`config.mk`:
```
export PLATFORM = sky130hd
export DESIGN_NAME = dec_8b10b_top
export DESIGN_NICKNAME = d
export VERILOG_FILES = /design/src/design/dec_pkg.sv /design/src/design/dec_6b5b.sv /design/src/design/dec_4b3b.sv /design/src/design/symbol_stage.sv /design/src/design/disparity_check.sv /design/src/design/dec_8b10b_top.sv
export SDC_FILE = /design/constraint.sdc
export NUM_CORES = 1
export LEC_CHECK = 0
export BUFFER_PORTS_ARGS = -buffer_cell sky130_fd_sc_hd__buf_2
export CAP_MARGIN = 20
export CORE_MARGIN = 1.5
export CORE_UTILIZATION = 53
export CTS_BUF_LIST = sky130_fd_sc_hd__clkbuf_2
export DETAILED_ROUTE_END_ITERATION = 7
export PLACE_DENSITY_LB_ADDON = 0.08
export RECOVER_POWER = 25
export SLEW_MARGIN = 5
export SYNTH_ARGS = -nofsm -noshare
export SYNTH_HDL_FRONTEND = slang
export SYNTH_SLANG_ARGS = --single-unit
export TNS_END_PERCENT = 100
```
`constraint.sdc`:
```
create_clock -name clk -period 1.6 [get_ports clk]
set_clock_uncertainty 0.1 [all_clocks]
set_input_delay 0.08 -clock clk [delete_from_list [all_inputs] [get_ports clk]]
set_output_delay 0.08 -clock clk [all_outputs]
set_load 0.05 [all_outputs]
```
`src/design/dec_pkg.sv`:
```
// 8b/10b decoder common definitions
package dec_pkg;

    // --------------------
    // widths
    localparam int SYM_W  = 10;
    localparam int BYTE_W = 8;
    localparam int SUB6_W = 6;
    localparam int SUB4_W = 4;
    localparam int CLS_W  = 3;

    // --------------------
    // types
    typedef logic [SYM_W-1:0]        symbol_t;  // abcdei fghj
    typedef logic [BYTE_W-1:0]       byte_t;    // HGF EDCBA
    typedef logic [SUB6_W-1:0]       sub6_t;
    typedef logic [SUB4_W-1:0]       sub4_t;
    typedef logic [SUB6_W-2:0]       edcba_t;
    typedef logic [SUB4_W-2:0]       hgf_t;
    typedef logic [CLS_W-1:0]        rd_cls_t;

    // --------------------
    // disparity class of one sub-block
    localparam rd_cls_t CLS_NEUTRAL  = 3'd0;  // balanced and keeps rd
    localparam rd_cls_t CLS_FROM_NEG = 3'd1;  // more ones take rd- to rd+
    localparam rd_cls_t CLS_FROM_POS = 3'd2;  // more zeros take rd+ to rd-
    localparam rd_cls_t CLS_HOLD_NEG = 3'd3;  // 111000 / 1100 at rd- only
    localparam rd_cls_t CLS_HOLD_POS = 3'd4;  // 000111 / 0011 at rd+ only

    // K28 6-bit forms
    localparam sub6_t K28_NEG = 6'b001111;
    localparam sub6_t K28_POS = 6'b110000;

    // running disparity bit
    localparam logic RD_NEG = 1'b0;
    localparam logic RD_POS = 1'b1;

endpackage

```
`src/design/dec_6b5b.sv`:
```
// 6b/5b sub-block decoder
`timescale 1ns/100ps

module dec_6b5b import dec_pkg::*; (
    input  sub6_t   sub6,
    output edcba_t  edcba,
    output rd_cls_t cls6,
    output logic    k28,
    output logic    err6
);

    // the inverted K28 form; its balanced fghj codes read complemented
    assign k28 = (sub6 == K28_POS);

    always_comb begin
        edcba = '0;
        cls6  = CLS_NEUTRAL;
        err6  = 1'b0;
        case (sub6)
            6'b100111: {edcba, cls6} = {5'd0,  CLS_FROM_NEG};
            6'b011000: {edcba, cls6} = {5'd0,  CLS_FROM_POS};
            6'b011101: {edcba, cls6} = {5'd1,  CLS_FROM_NEG};
            6'b100010: {edcba, cls6} = {5'd1,  CLS_FROM_POS};
            6'b101101: {edcba, cls6} = {5'd2,  CLS_FROM_NEG};
            6'b010010: {edcba, cls6} = {5'd2,  CLS_FROM_POS};
            6'b110001: {edcba, cls6} = {5'd3,  CLS_NEUTRAL};
            6'b110101: {edcba, cls6} = {5'd4,  CLS_FROM_NEG};
            6'b001010: {edcba, cls6} = {5'd4,  CLS_FROM_POS};
            6'b101001: {edcba, cls6} = {5'd5,  CLS_NEUTRAL};
            6'b011001: {edcba, cls6} = {5'd6,  CLS_NEUTRAL};
            6'b111000: {edcba, cls6} = {5'd7,  CLS_HOLD_NEG};  // balanced but rd- only
            6'b000111: {edcba, cls6} = {5'd7,  CLS_HOLD_POS};
            6'b111001: {edcba, cls6} = {5'd8,  CLS_FROM_NEG};
            6'b000110: {edcba, cls6} = {5'd8,  CLS_FROM_POS};
            6'b100101: {edcba, cls6} = {5'd9,  CLS_NEUTRAL};
            6'b010101: {edcba, cls6} = {5'd10, CLS_NEUTRAL};
            6'b110100: {edcba, cls6} = {5'd11, CLS_NEUTRAL};
            6'b001101: {edcba, cls6} = {5'd12, CLS_NEUTRAL};
            6'b101100: {edcba, cls6} = {5'd13, CLS_NEUTRAL};
            6'b011100: {edcba, cls6} = {5'd14, CLS_NEUTRAL};
            6'b010111: {edcba, cls6} = {5'd15, CLS_FROM_NEG};
            6'b101000: {edcba, cls6} = {5'd15, CLS_FROM_POS};
            6'b011011: {edcba, cls6} = {5'd16, CLS_FROM_NEG};
            6'b100100: {edcba, cls6} = {5'd16, CLS_FROM_POS};
            6'b100011: {edcba, cls6} = {5'd17, CLS_NEUTRAL};
            6'b010011: {edcba, cls6} = {5'd18, CLS_NEUTRAL};
            6'b110010: {edcba, cls6} = {5'd19, CLS_NEUTRAL};
            6'b001011: {edcba, cls6} = {5'd20, CLS_NEUTRAL};
            6'b101010: {edcba, cls6} = {5'd21, CLS_NEUTRAL};
            6'b011010: {edcba, cls6} = {5'd22, CLS_NEUTRAL};
            6'b111010: {edcba, cls6} = {5'd23, CLS_FROM_NEG};
            6'b000101: {edcba, cls6} = {5'd23, CLS_FROM_POS};
            6'b110011: {edcba, cls6} = {5'd24, CLS_FROM_NEG};
            6'b001100: {edcba, cls6} = {5'd24, CLS_FROM_POS};
            6'b100110: {edcba, cls6} = {5'd25, CLS_NEUTRAL};
            6'b010110: {edcba, cls6} = {5'd26, CLS_NEUTRAL};
            6'b110110: {edcba, cls6} = {5'd27, CLS_FROM_NEG};
            6'b001001: {edcba, cls6} = {5'd27, CLS_FROM_POS};
            6'b001110: {edcba, cls6} = {5'd28, CLS_NEUTRAL};
            6'b101110: {edcba, cls6} = {5'd29, CLS_FROM_NEG};
            6'b010001: {edcba, cls6} = {5'd29, CLS_FROM_POS};
            6'b011110: {edcba, cls6} = {5'd30, CLS_FROM_NEG};
            6'b100001: {edcba, cls6} = {5'd30, CLS_FROM_POS};
            6'b101011: {edcba, cls6} = {5'd31, CLS_FROM_NEG};
            6'b010100: {edcba, cls6} = {5'd31, CLS_FROM_POS};
            // control only
            K28_NEG:   {edcba, cls6} = {5'd28, CLS_FROM_NEG};
            K28_POS:   {edcba, cls6} = {5'd28, CLS_FROM_POS};
            default: begin
                err6 = 1'b1;  // not a legal abcdei code
            end
        endcase
    end

endmodule

```
`src/design/dec_4b3b.sv`:
```
// 4b/3b sub-block decoder
`timescale 1ns/100ps

module dec_4b3b import dec_pkg::*; (
    input  sub4_t   sub4,
    input  logic    k28,
    output hgf_t    hgf,
    output rd_cls_t cls4,
    output logic    err4
);

    hgf_t    hgf_d;  // data reading of fghj

    // --------------------
    // data table with both .7 forms accepted
    always_comb begin
        hgf_d = '0;
        cls4  = CLS_NEUTRAL;
        err4  = 1'b0;
        case (sub4)
            4'b1011: {hgf_d, cls4} = {3'd0, CLS_FROM_NEG};
            4'b0100: {hgf_d, cls4} = {3'd0, CLS_FROM_POS};
            4'b1001: {hgf_d, cls4} = {3'd1, CLS_NEUTRAL};
            4'b0101: {hgf_d, cls4} = {3'd2, CLS_NEUTRAL};
            4'b1100: {hgf_d, cls4} = {3'd3, CLS_HOLD_NEG};
            4'b0011: {hgf_d, cls4} = {3'd3, CLS_HOLD_POS};
            4'b1101: {hgf_d, cls4} = {3'd4, CLS_FROM_NEG};
            4'b0010: {hgf_d, cls4} = {3'd4, CLS_FROM_POS};
            4'b1010: {hgf_d, cls4} = {3'd5, CLS_NEUTRAL};
            4'b0110: {hgf_d, cls4} = {3'd6, CLS_NEUTRAL};
            4'b1110: {hgf_d, cls4} = {3'd7, CLS_FROM_NEG};  // primary
            4'b0001: {hgf_d, cls4} = {3'd7, CLS_FROM_POS};
            4'b0111: {hgf_d, cls4} = {3'd7, CLS_FROM_NEG};  // alternate
            4'b1000: {hgf_d, cls4} = {3'd7, CLS_FROM_POS};
            default: begin
                err4 = 1'b1;
            end
        endcase
    end

    // --------------------
    // control versions of .1 .2 .5 .6
    // behind 110000 these four come complemented, so
    // 0110 is .1, 1010 is .2, 0101 is .5 and 1001 is .6
    always_comb begin
        hgf = hgf_d;
        if (k28 && !err4 && cls4 == CLS_NEUTRAL) begin
            hgf = ~hgf_d;  // 1<->6, 2<->5
        end
    end

endmodule

```
`src/design/symbol_stage.sv`:
```
// symbol pipeline stage
`timescale 1ns/100ps

module symbol_stage import dec_pkg::*; (
    input  logic    clk,
    input  logic    rst_n,
    input  logic    enable,
    input  sub6_t   sub6_raw,
    input  sub4_t   sub4_raw,
    input  edcba_t  edcba,
    input  hgf_t    hgf,
    input  rd_cls_t cls6,
    input  rd_cls_t cls4,
    input  logic    k28,
    input  logic    err6,
    input  logic    err4,
    output byte_t   s_byte,
    output logic    s_k,
    output logic    s_code_err,
    output rd_cls_t s_cls6,
    output rd_cls_t s_cls4,
    output logic    s_valid
);

    logic sym_err;
    logic is_k28;
    logic is_kx7;

    assign sym_err = err6 | err4;
    assign is_k28  = k28 | (sub6_raw == K28_NEG);  // either K28 form

    // --------------------
    // K23.7 K27.7 K29.7 K30.7
    // these use the alternate .7 behind the D23/27/29/30 codes,
    // which data never does
    always_comb begin
        case (sub6_raw)
            6'b111010, 6'b000101,  // 23
            6'b110110, 6'b001001,  // 27
            6'b101110, 6'b010001,  // 29
            6'b011110, 6'b100001: begin  // 30
                is_kx7 = (sub4_raw == 4'b0111) || (sub4_raw == 4'b1000);
            end
            default: begin
                is_kx7 = 1'b0;
            end
        endcase
    end

    // --------------------
    // control flags
    always_ff @(posedge clk or negedge rst_n) begin
        if (!rst_n) begin
            s_valid    <= 1'b0;
            s_k        <= 1'b0;
            s_code_err <= 1'b0;
        end else if (enable) begin
            s_valid    <= 1'b1;
            s_k        <= ~sym_err & (is_k28 | is_kx7);
            s_code_err <= sym_err;
        end else begin
            s_valid    <= 1'b0;
            s_k        <= 1'b0;
            s_code_err <= 1'b0;
        end
    end

    // byte and classes
    always_ff @(posedge clk) begin
        if (enable) begin
            s_byte <= {hgf, edcba};
            s_cls6 <= cls6;
            s_cls4 <= cls4;
        end else begin
            s_byte <= '0;
            s_cls6 <= CLS_NEUTRAL;  // idle slot moves nothing
            s_cls4 <= CLS_NEUTRAL;
        end
    end

endmodule

```
`src/design/disparity_check.sv`:
```
// running disparity checker
`timescale 1ns/100ps

module disparity_check import dec_pkg::*; (
    input  logic    clk,
    input  logic    rst_n,
    input  logic    rd_load,
    input  logic    rd_init,
    input  byte_t   s_byte,
    input  logic    s_k,
    input  logic    s_code_err,
    input  rd_cls_t s_cls6,
    input  rd_cls_t s_cls4,
    input  logic    s_valid,
    output byte_t   data_out,
    output logic    k_char,
    output logic    code_err,
    output logic    rd_err,
    output logic    error,
    output logic    rd,
    output logic    valid
);

    logic [1:0] step6;   // {illegal, rd after 6b}
    logic [1:0] step4;   // {illegal, rd after 4b}
    logic       rd_nxt;
    logic       rd_bad;

    // judge one sub-block class against the disparity it meets
    function automatic logic [1:0] rd_step(input logic rd_in, input rd_cls_t cls);
        logic ill;
        logic rd_out;
        ill    = 1'b0;
        rd_out = rd_in;
        case (cls)
            CLS_FROM_NEG: begin
                ill    = (rd_in != RD_NEG);
                rd_out = RD_POS;
            end
            CLS_FROM_POS: begin
                ill    = (rd_in != RD_POS);
                rd_out = RD_NEG;
            end
            CLS_HOLD_NEG: ill = (rd_in != RD_NEG);
            CLS_HOLD_POS: ill = (rd_in != RD_POS);
            default:      ill = 1'b0;  // neutral or errored block
        endcase
        return {ill, rd_out};
    endfunction

    always_comb begin
        step6  = rd_step(rd, s_cls6);
        step4  = rd_step(step6[0], s_cls4);  // 4b sees the intermediate rd
        rd_nxt = step4[0];
        rd_bad = step6[1] | step4[1];
    end

    // --------------------
    // disparity register where load wins
    always_ff @(posedge clk or negedge rst_n) begin
        if (!rst_n) begin
            rd <= RD_NEG;
        end else if (rd_load) begin
            rd <= rd_init;
        end else if (s_valid) begin
            rd <= rd_nxt;
        end
    end

    // outputs quiet while no symbol
    always_ff @(posedge clk or negedge rst_n) begin
        if (!rst_n) begin
            valid    <= 1'b0;
            data_out <= '0;
            k_char   <= 1'b0;
            code_err <= 1'b0;
            rd_err   <= 1'b0;
            error    <= 1'b0;
        end else begin
            valid    <= s_valid;
            data_out <= s_valid ? s_byte : '0;
            k_char   <= s_valid & s_k;
            code_err <= s_valid & s_code_err;
            rd_err   <= s_valid & rd_bad;
            error    <= s_valid & (s_code_err | rd_bad);
        end
    end

endmodule

```
`src/design/dec_8b10b_top.sv`:
```
// 8b/10b decoder top
`timescale 1ns/100ps

module dec_8b10b_top import dec_pkg::*; (
    input  logic    clk,
    input  logic    rst_n,
    input  logic    enable,
    input  symbol_t symbol_in,
    input  logic    rd_load,
    input  logic    rd_init,
    output byte_t   data_out,
    output logic    k_char,
    output logic    code_err,
    output logic    rd_err,
    output logic    error,
    output logic    rd,
    output logic    valid
);

    // lookup results
    edcba_t  edcba;
    hgf_t    hgf;
    rd_cls_t cls6;
    rd_cls_t cls4;
    logic    k28;
    logic    err6;
    logic    err4;

    // stage to checker
    byte_t   s_byte;
    logic    s_k;
    logic    s_code_err;
    rd_cls_t s_cls6;
    rd_cls_t s_cls4;
    logic    s_valid;

    dec_6b5b i_dec6 (
        .sub6  (symbol_in[9:4]),  // abcdei
        .edcba (edcba),
        .cls6  (cls6),
        .k28   (k28),
        .err6  (err6)
    );

    dec_4b3b i_dec4 (
        .sub4 (symbol_in[3:0]),   // fghj
        .k28  (k28),
        .hgf  (hgf),
        .cls4 (cls4),
        .err4 (err4)
    );

    symbol_stage i_stage (
        .clk        (clk),
        .rst_n      (rst_n),
        .enable     (enable),
        .sub6_raw   (symbol_in[9:4]),
        .sub4_raw   (symbol_in[3:0]),
        .edcba      (edcba),
        .hgf        (hgf),
        .cls6       (cls6),
        .cls4       (cls4),
        .k28        (k28),
        .err6       (err6),
        .err4       (err4),
        .s_byte     (s_byte),
        .s_k        (s_k),
        .s_code_err (s_code_err),
        .s_cls6     (s_cls6),
        .s_cls4     (s_cls4),
        .s_valid    (s_valid)
    );

    disparity_check i_check (
        .clk        (clk),
        .rst_n      (rst_n),
        .rd_load    (rd_load),
        .rd_init    (rd_init),
        .s_byte     (s_byte),
        .s_k        (s_k),
        .s_code_err (s_code_err),
        .s_cls6     (s_cls6),
        .s_cls4     (s_cls4),
        .s_valid    (s_valid),
        .data_out   (data_out),
        .k_char     (k_char),
        .code_err   (code_err),
        .rd_err     (rd_err),
        .error      (error),
        .rd         (rd),
        .valid      (valid)
    );

endmodule

```
; ---- Word level (Yosys, flattened, before mapping)
; Cells that the tools add are included.
[totals]
reg_bits = 31
inputBits = 15
out_inout_bits = 14
word_cells = 148
[classes]
n_eq_ne = 70
muxes = 18
bitwise_logic = 14
n_reduce_logical = 33
[ops]
columns = operator, count
row1 = $pmux W5 S31, 1
row2 = $eq A6 B6 Y1 const B, 24
row3 = $eq A6 B5 Y1 const B, 14
row4 = $reduce_or A48 Y1, 1
row5 = $eq A6 B4 Y1 const B, 7
row6 = $reduce_or A14 Y1, 3
row7 = $reduce_or A2 Y1, 19
row8 = $eq A4 B4 Y1 const B, 7
row9 = $pmux W3 S4, 2
row10 = $pmux W3 S7, 1
row11 = $eq A6 B3 Y1 const B, 3
row12 = $eq A4 B3 Y1 const B, 4
row13 = $eq A3 B2 Y1 const B, 4
row14 = $reduce_or A4 Y1, 3
row15 = $eq A4 B2 Y1 const B, 2
row16 = $mux W1, 8
row17 = $mux W8, 1
row18 = $pmux W1 S2, 4
row19 = $reduce_or A8 Y1, 1
row20 = $eq A3 B1 Y1 const B, 2
row21 = $eq A3 B3 Y1 const B, 2
row22 = $and A1 B1 Y1, 5
row23 = $or A1 B1 Y1, 5
row24 = $eq A4 B1 Y1 const B, 1
row25 = other kinds (8), 11

; ---- Longest topological paths before layout
; Gate-level depths: netlist of the first run.
[logic_depth]
word_depth = 7
ltp_mapped = 7
mapped_depth_nobuf = 4

; ---- Cells and area by module
; Synthesis of the first run repeated with hierarchy kept, for this count alone.
[hier_totals]
cells_unflattened = 248
area_unflattened_um2 = 2147.1
[modules_own_cells]
columns = module, n_inst, cells_per_inst, area_per_inst_um2, seq_area_each_um2
row1 = dec_6b5b, 1, 110, 729.4, 0.0
row2 = disparity_check, 1, 51, 580.6, 350.3
row3 = symbol_stage, 1, 50, 570.5, 355.3
row4 = dec_4b3b, 1, 37, 266.5, 0.0

; ---- Worst setup path after synthesis of the first run
; No wires, ideal clock.
[synth_timing]
path_type = in2reg
from = input symbol_in[7]
to = register i_stage.s_byte[7]
setup_time_ps = 86
arrival_ps = 1519
required_ps = 1414
path_slack_ps = -105
path_stages = 6
n_path_buf = 2
cell_sequence = buf_6 -> or4_4 -> buf_6 -> or2_4 -> a22o_1 -> a221oi_2
[synth_via]
elab_chain_cells = 4
[synth_rtl]
columns = element, line
row1 = start: declaration, dec_8b10b_top.sv:8  ; input symbol_t symbol_in,
row2 = $eq A6 B6 Y1, dec_6b5b.sv:13  ; assign k28 = (sub6 == K28_POS);
row3 = $logic_and A1 B1 Y1 (2 in series), dec_4b3b.sv:47  ; if (k28 && !err4 && cls4 == CLS_NEUTRAL) begin
row4 = $mux W3, dec_4b3b.sv:47
row5 = end signal: assignment, symbol_stage.sv:71  ; s_byte <= {hgf, edcba};
row6 = end: declaration, symbol_stage.sv:17  ; output byte_t s_byte,
; No other way between the ends.
; A chain may end at the register's enable or synchronous reset.

; ---- Worst setup path in the final report of the first run
[layout_timing]
from = input symbol_in[1]
to = register i_stage.s_k
[layout_via]
elab_chain_cells = 7
elab_cells_between_ends = 23
classes_between = eq/ne (14) / mux (3) / bitwise (4) / reduce/logical (2)
[layout_rtl]
columns = element, line
row1 = $eq A4 B4 Y1 (tied with other cells), dec_4b3b.sv:20  ; case (sub4)
row2 = $reduce_or A14 Y1 (no line), -
row3 = $mux W1, dec_4b3b.sv:20
row4 = $or A1 B1 Y1, symbol_stage.sv:29  ; assign sym_err = err6 | err4;
row5 = $not A1 Y1, symbol_stage.sv:59  ; s_k <= ~sym_err & (is_k28 | is_kx7);
row6 = $and A1 B1 Y1 *, symbol_stage.sv:59
row7 = $mux W1 *, symbol_stage.sv:57  ; end else if (enable) begin
row8 = end signal: assignment, symbol_stage.sv:59
row9 = end: declaration, symbol_stage.sv:18  ; output logic s_k,
; Every way passes the cells marked *; elsewhere a longest branch is shown, timed or not.

==> flow_metrics.env, run 1 <==
export IMPL_core_area_sq_mm=0.00369
export IMPL_max_freq_mhz=666
export IMPL_holdPathEnd="i_stage.s_cls4[0]"
export IMPL_drtIter0Drc=91
export IMPL_power_frac_clock=0.205
export IMPL_finalNetCount=310
export IMPL_drv_cap=0
export IMPL_drive_gt1_frac=0.236
export IMPL_drv_slew=0
export IMPL_post_dp_hpwl_mm=3.24
export IMPL_avgSynthCellArea_sq_um=8.13
export IMPL_antenna_cells=0
export IMPL_n_fill_cell=319
export IMPL_p_leak_nw=1.08
export IMPL_routed_wl_mm=4.66
export IMPL_peakVddDrop_mv=0.319
export IMPL_worstRegToRegCells=4
export IMPL_synth_most_common_cell="clkbuf_1"
export IMPL_r2r_start="i_check.rd"
export IMPL_synthTopCellsByCount="22 x clkbuf_1, 19 x a21oi_1, 18 x nand2_1"
export IMPL_pwr_share_seq=0.488
export IMPL_timing_rr_end="i_check.error"
export IMPL_reg2reg_slack_ns=0.19
export IMPL_critPathKind="in -> reg"
export IMPL_start_util=0.553
export IMPL_finalCritPeriodShare=0.939
export IMPL_io_pins=29
export IMPL_critPathLaunchType="primary input"
export IMPL_yosysSeqAreaShare=0.346
export IMPL_rows=22
export IMPL_p_sw_mw=0.572
export IMPL_synth_ff_type="dfrtp_1"
export IMPL_synthCells=251
export IMPL_final_cells=344
export IMPL_fin_util=0.669
export IMPL_rsz0062_at_grt="false"
export IMPL_cts_htree_levels=2
export IMPL_p_int_mw=1.16
export IMPL_antenna_found_initial=0
export IMPL_cts_tree="done"
export IMPL_power_density_mw_per_mm2=702
export IMPL_worst_slew_pin_slew_ns=0.869
export IMPL_ant_nets=0
export IMPL_syn_area_sq_mm=0.00204
export IMPL_dr_pass1_iters=4
export IMPL_synth_edf_count=0
export IMPL_setup_worst_path_start="symbol_in[1]"
export IMPL_p_comb_frac=0.306
export IMPL_routed_via_density=5.73
export IMPL_synth_top_area_share=0.209
export IMPL_num_vias=1971
export IMPL_port_buffers=28
export IMPL_clk_pin_slew_ns=0.14
export IMPL_hold_class="in -> reg"
export IMPL_syn_to_final_growth_pct=21.0
export IMPL_min_from="symbol_in[3]"
export IMPL_wl_per_cell_microns=13.5
export IMPL_grt_pass1_wl_mm=8.09
export IMPL_path_max_fanout=11
export IMPL_numCtsBuffers=5
export IMPL_ys_ff_latch=31
export IMPL_max_slew_margin=0.421
export IMPL_die_width_microns=65.0
export IMPL_synth_area_leader_cell="dfrtp_1"
export IMPL_grt_ovfl_total=0
export IMPL_die_h_microns=65.0
export IMPL_status="completed"
export IMPL_dp_cells=328
export IMPL_cts_sinks=31
export IMPL_drc=0
export IMPL_crit_arrival_ns=1.68
export IMPL_ys_warn_count=0
export IMPL_grt_max_degree=28
export IMPL_finalPower_mw=1.73
export IMPL_yosys_top_cells_area="dfrtp_1 21%, dfxtp_1 14%, a21oi_1 4.7%"
export IMPL_worstPathRequired_ns=1.77
export IMPL_max_stage_delay_ns=0.53
export IMPL_cp_slowest_cell="dlygate4sd3_1"
export IMPL_gp_congestion=0.819
export IMPL_syn_num_nets=266
export IMPL_ys_types=61
export IMPL_postSynth_asyncResetShare=0.548
export IMPL_clk_latency_ns=0.32
export IMPL_grt_pass1_vias=1759
export IMPL_clockBufferDepth=2
export IMPL_grtUsageTotal=0.242
export IMPL_finalHoldViolations=0
export IMPL_cts_root_buf="clkbuf_2"
export IMPL_finalSetupViolCount=0
export IMPL_fin_crit_ns=1.50
export IMPL_crit_chain="dlygate4sd3_1, buf_2, nand2_2, nor2_1, a2111oi_1, buf_4, o311a_1"
export IMPL_dieArea_sq_mm=0.00423
export IMPL_endpoint_kind="flop"
export IMPL_worstHoldPathCells=3
export IMPL_switching_share=0.330
-- logic make-up after synthesis --
family                 count (synthesis)  synth area share
AND/OR/NAND/NOR                       97             0.262
AO/OA/AOI/OAI                         82             0.288
buffers and inverters                 33            0.0681
flip-flops                            31             0.346
XOR/XNOR                               6            0.0258
multiplexers                           2           0.00982
-- power groups by stage --
stage               sequential, mW  combinational, mW  clock (mW)
global route                 0.852              0.584       0.410
floorplan                    0.942              0.275           0
finish                       0.846              0.531       0.356
CTS                          0.846              0.527       0.365
global placement             0.861              0.507           0
detailed placement           0.862              0.511           0
-- final cells by class --
cell class / count / area (sq um) / area share
Clock buffer: 7 / 35.0 / 0.0142
Clock inverter: 1 / 5.00 / 0.00203
Inverter: 6 / 22.5 / 0.00912
Multi-Input combinational cell: 187 / 1200 / 0.486
Sequential cell: 31 / 706 / 0.286
Tap cell: 48 / 60.1 / 0.0243
Timing Repair Buffer: 64 / 442 / 0.179
-- sequential cells by signal, summed over array words and instances, names as in the netlist, 3 cells and up --
signal / cells
i_stage.s_cls6: 3
i_stage.s_cls4: 3
i_check.data_out: 8
i_stage.s_byte: 8
-- cell usage in the layout (no fill, tap or decap), drive strengths merged, types with 3 or more instances in the layout --
cell | netlist | layout
nor2b | 9 | 9
nor3 | 9 | 9
dfxtp | 14 | 14
a211o | 4 | 4
xnor2 | 5 | 5
a221oi | 3 | 3
inv | 6 | 6
o21ai | 11 | 11
nor4 | 3 | 3
nand3 | 4 | 4
o22ai | 5 | 5
nand4 | 3 | 3
dfrtp | 17 | 17
o211ai | 4 | 4
clkbuf | 22 | 8
a21oi | 19 | 19
and2 | 11 | 11
dlygate4sd3 | 0 | 8
nand2 | 18 | 18
buf | 5 | 55
nand2b | 10 | 10
nor2 | 16 | 16
-- metrics by stage --
step	hold WS, ns	cell area, sq um	setup TNS [ns]	worst slack, ns
after floorplan	-0.316	2040	-0.0494	-0.0494
after global placement	-0.0891	2350	-0.0168	-0.0121
after detailed placement	-0.0832	2350	-0.0636	-0.0306
after CTS	0.00946	2470	0	0.0577
after global routing	0.0377	2470	0	0.0381
final	0.0319	2470	0	0.0974
-- layer usage --
| metal | track usage | wire length [microns] |
|---|---|---|
| met5 | 0 | 0 |
| met1 | 0.362 | 2320 |
| met4 | 0.0781 | 36 |
| met3 | 0.0417 | 241 |
| met2 | 0.352 | 2060 |
-- how the worst max path moves through the flow --
stage / to / slack [ns] / cells after the start
CTS: i_stage.s_k / 0.06 / 7
detailed placement: i_stage.s_byte[7] / -0.03 / 6
global route: i_stage.s_cls4[2] / 0.04 / 5
global placement: i_stage.s_byte[7] / -0.01 / 5
finish: i_stage.s_k / 0.1 / 7
floorplan: i_stage.s_byte[7] / -0.05 / 6
-- worst max-delay path: cells and delay by family --
family                 cells  cell delay, ns
buffers and inverters      3            0.89
and+or+nand+nor            2            0.18
AOI/OAI and AO/OA          2            0.52
-- what timing repair did --
action	CTS	global route
setup buffers	0	0
hold endpoints to repair	24	0
hold buffers	8	0
resized for setup	0	2
endpoints found under the setup margin	0	2
No activity file was read; power rests on OpenSTA's default activity.
==> run 2, diff against run 1 <==
CELL_PAD_IN_SITES_DETAIL_PLACEMENT = 0   (was default)
CELL_PAD_IN_SITES_GLOBAL_PLACEMENT = 1   (was default)
CORE_MARGIN = 2   (was 1.5)
CORE_UTILIZATION = 44   (was 53)
==> run 2 against run 1 <==
Count of clock-buffer cells in the layout is 2 lower. Via count is 1.1% higher. Final cell count is 1.7% higher. Critical path depth stayed put. Maximum frequency is 0.73% lower. Register-to-register slack better by 0.02 ns. Clock power is 7.0% higher. Routed wire length is 2.2% higher. Worst setup slack worse by 0.011 ns. Sequential cell count stayed put. Critical endpoint unchanged. Highest routed layer unchanged.
==> flow_metrics.env, run 2 (synthesized netlist as in run 1, its figures left out) <==
export IMPL_routed_via_density=5.69
export IMPL_gp_congestion=0.815
export IMPL_r2r_start="i_check.rd"
export IMPL_worstSetupEndpoint="i_stage.s_k"
export IMPL_met3WireLength_microns=204
export IMPL_die_h_microns=72.1
export IMPL_crit_buf_inv=3
export IMPL_dr_pass1_iters=5
export IMPL_drtIter0Drc=102
export IMPL_critPathLaunchType="primary input"
export IMPL_cts_root_buf="clkbuf_2"
export IMPL_endpoint_kind="flop"
export IMPL_start_util=0.462
export IMPL_finalSetupViolCount=0
export IMPL_reg2reg_slack_ns=0.21
export IMPL_setup_worst_path_start="symbol_in[0]"
export IMPL_clk_pin_slew_ns=0.19
export IMPL_worstPathRequired_ns=1.83
export IMPL_final_cells=350
export IMPL_syn_to_final_growth_pct=22.3
export IMPL_ant_nets=0
export IMPL_finalPower_mw=1.76
export IMPL_finalNetCount=312
export IMPL_timing_rr_end="i_check.error"
export IMPL_num_vias=1993
export IMPL_worst_slack_ns=0.0863
export IMPL_fin_crit_ns=1.51
export IMPL_dieArea_sq_mm=0.00520
export IMPL_p_leak_nw=1.08
export IMPL_die_width_microns=72.1
export IMPL_cp_slowest_cell="dlygate4sd3_1"
export IMPL_cts_sinks=31
export IMPL_finalSetupTns_ns=0
export IMPL_max_stage_delay_ns=0.53
export IMPL_clk_latency_ns=0.37
export IMPL_post_dp_hpwl_mm=3.44
export IMPL_drv_slew=0
export IMPL_wl_met2_mm=2.11
export IMPL_final_cell_mix="28 x buf_4, 27 x buf_2, 19 x a21oi_1, 18 x nand2_1, 17 x dfrtp_1"
export IMPL_path_max_fanout=11
export IMPL_drv_cap=0
export IMPL_cts_tree="done"
export IMPL_antenna_cells=0
export IMPL_critPathTopFamily="buffers and inverters"
export IMPL_critical_path_depth=7
export IMPL_io_pins=29
export IMPL_finalCritPeriodShare=0.946
export IMPL_wl_met1_mm=2.41
export IMPL_cts_htree_levels=2
export IMPL_top_regs="i_check.data_out: 8 flops, i_stage.s_byte: 8 flops"
export IMPL_status="completed"
export IMPL_final_common_cell="buf_4"
export IMPL_grtUsageTotal=0.196
export IMPL_rows=24
export IMPL_dp_slack_ns=-0.0988
export IMPL_drc=0
export IMPL_cts_setup_buffers=0
export IMPL_grt_max_degree=28
export IMPL_rsz0062_at_grt="false"
export IMPL_finalHoldViolations=0
export IMPL_dr_max_layer_used="met4"
export IMPL_dp_cells=333
export IMPL_power_density_mw_per_mm2=705
export IMPL_crit_chain="dlygate4sd3_1, buf_2, nand2_1, nor2_1, a2111oi_1, buf_4, o311a_1"
export IMPL_grt_pass1_wl_mm=8.26
export IMPL_grt_pass1_vias=1746
export IMPL_max_freq_mhz=661
export IMPL_core_area_sq_mm=0.00441
export IMPL_max_slew_margin=0.407
export IMPL_drive_gt1_frac=0.235
export IMPL_antenna_found_initial=0
export IMPL_grt_ovfl_total=0
export IMPL_hold_class="in -> reg"
export IMPL_clockBufferDepth=2
export IMPL_numCtsBuffers=5
export IMPL_wl_per_cell_microns=13.6
export IMPL_worstRegToRegCells=4
export IMPL_critPathKind="in -> reg"
export IMPL_routed_wl_mm=4.76
export IMPL_port_buffers=28
export IMPL_crit_arrival_ns=1.75
export IMPL_worst_slew_pin_slew_ns=0.890
export IMPL_peakVddDrop_mv=0.259
[run 2: cell types whose count changed in the layout (fill, tap and decap cells not counted)]
cell	before	now
clkbuf_2	7	5
buf_4	27	28
nand2_1	17	18
clkinvlp_4	0	2
dlygate4sd3_1	8	9
nand2_2	1	0
[run 2: worst register-to-register path, stage by stage, from the launching register on]
cell      delay [ns]
dfrtp_1         0.41
o21bai_1        0.17
a22oi_1         0.23
mux2i_1         0.26
a21boi_0        0.11
[run 2: report_power, final]
| group | switching [mW] | internal, mW | leakage, nW |
|---|---|---|---|
| clock network | 0.277 | 0.104 | 0.0250 |
| logic | 0.317 | 0.216 | 0.719 |
| registers | 0.0172 | 0.828 | 0.340 |
[run 2: repair_timing]
action                                  CTS  global route
hold buffers                              9             0
resized for setup                         0             1
endpoints found under the hold margin    25             0
endpoints found under the setup margin    0             1
[run 2: worst min-delay path by stage]
stage | startpoint | endpoint | cells after the start
floorplan | rst_n | i_check.code_err | 0
global placement | rst_n | i_check.data_out[5] | 1
detailed placement | rst_n | i_check.valid | 1
CTS | rst_n | i_stage.s_valid | 2
global route | symbol_in[6] | i_stage.s_byte[0] | 3
finish | symbol_in[6] | i_stage.s_byte[0] | 3
[run 2: stage by stage]
stage / util / hold WS (ns) / cell area [sq um]
after detailed placement: 0.534 / -0.0817 / 2360
final: 0.565 / 0.0887 / 2490
after CTS: 0.565 / 0.0149 / 2490
after global routing: 0.565 / 0.0679 / 2490
after global placement: 0.534 / -0.0841 / 2360
after floorplan: - / -0.316 / 2040
[run 2: routing by layer]
| layer | GRT usage | vias to the layer above |
|---|---|---|
| met1 | 0.281 | 904 |
| met5 | 0 | - |
| met4 | 0.0503 | 0 |
| li1 | - | 1029 |
| met2 | 0.309 | 56 |
| met3 | 0.0292 | 4 |
[run 2: final cells by class]
class / count / area (sq um)
repair buffers: 66 / 459
multi-input cells: 187 / 1200
clock inverters: 3 / 20.0
well taps: 52 / 65.1
flip-flops and latches: 31 / 706
fillers: 432 / 1920
clock buffers: 5 / 25.0
inverters: 6 / 22.5
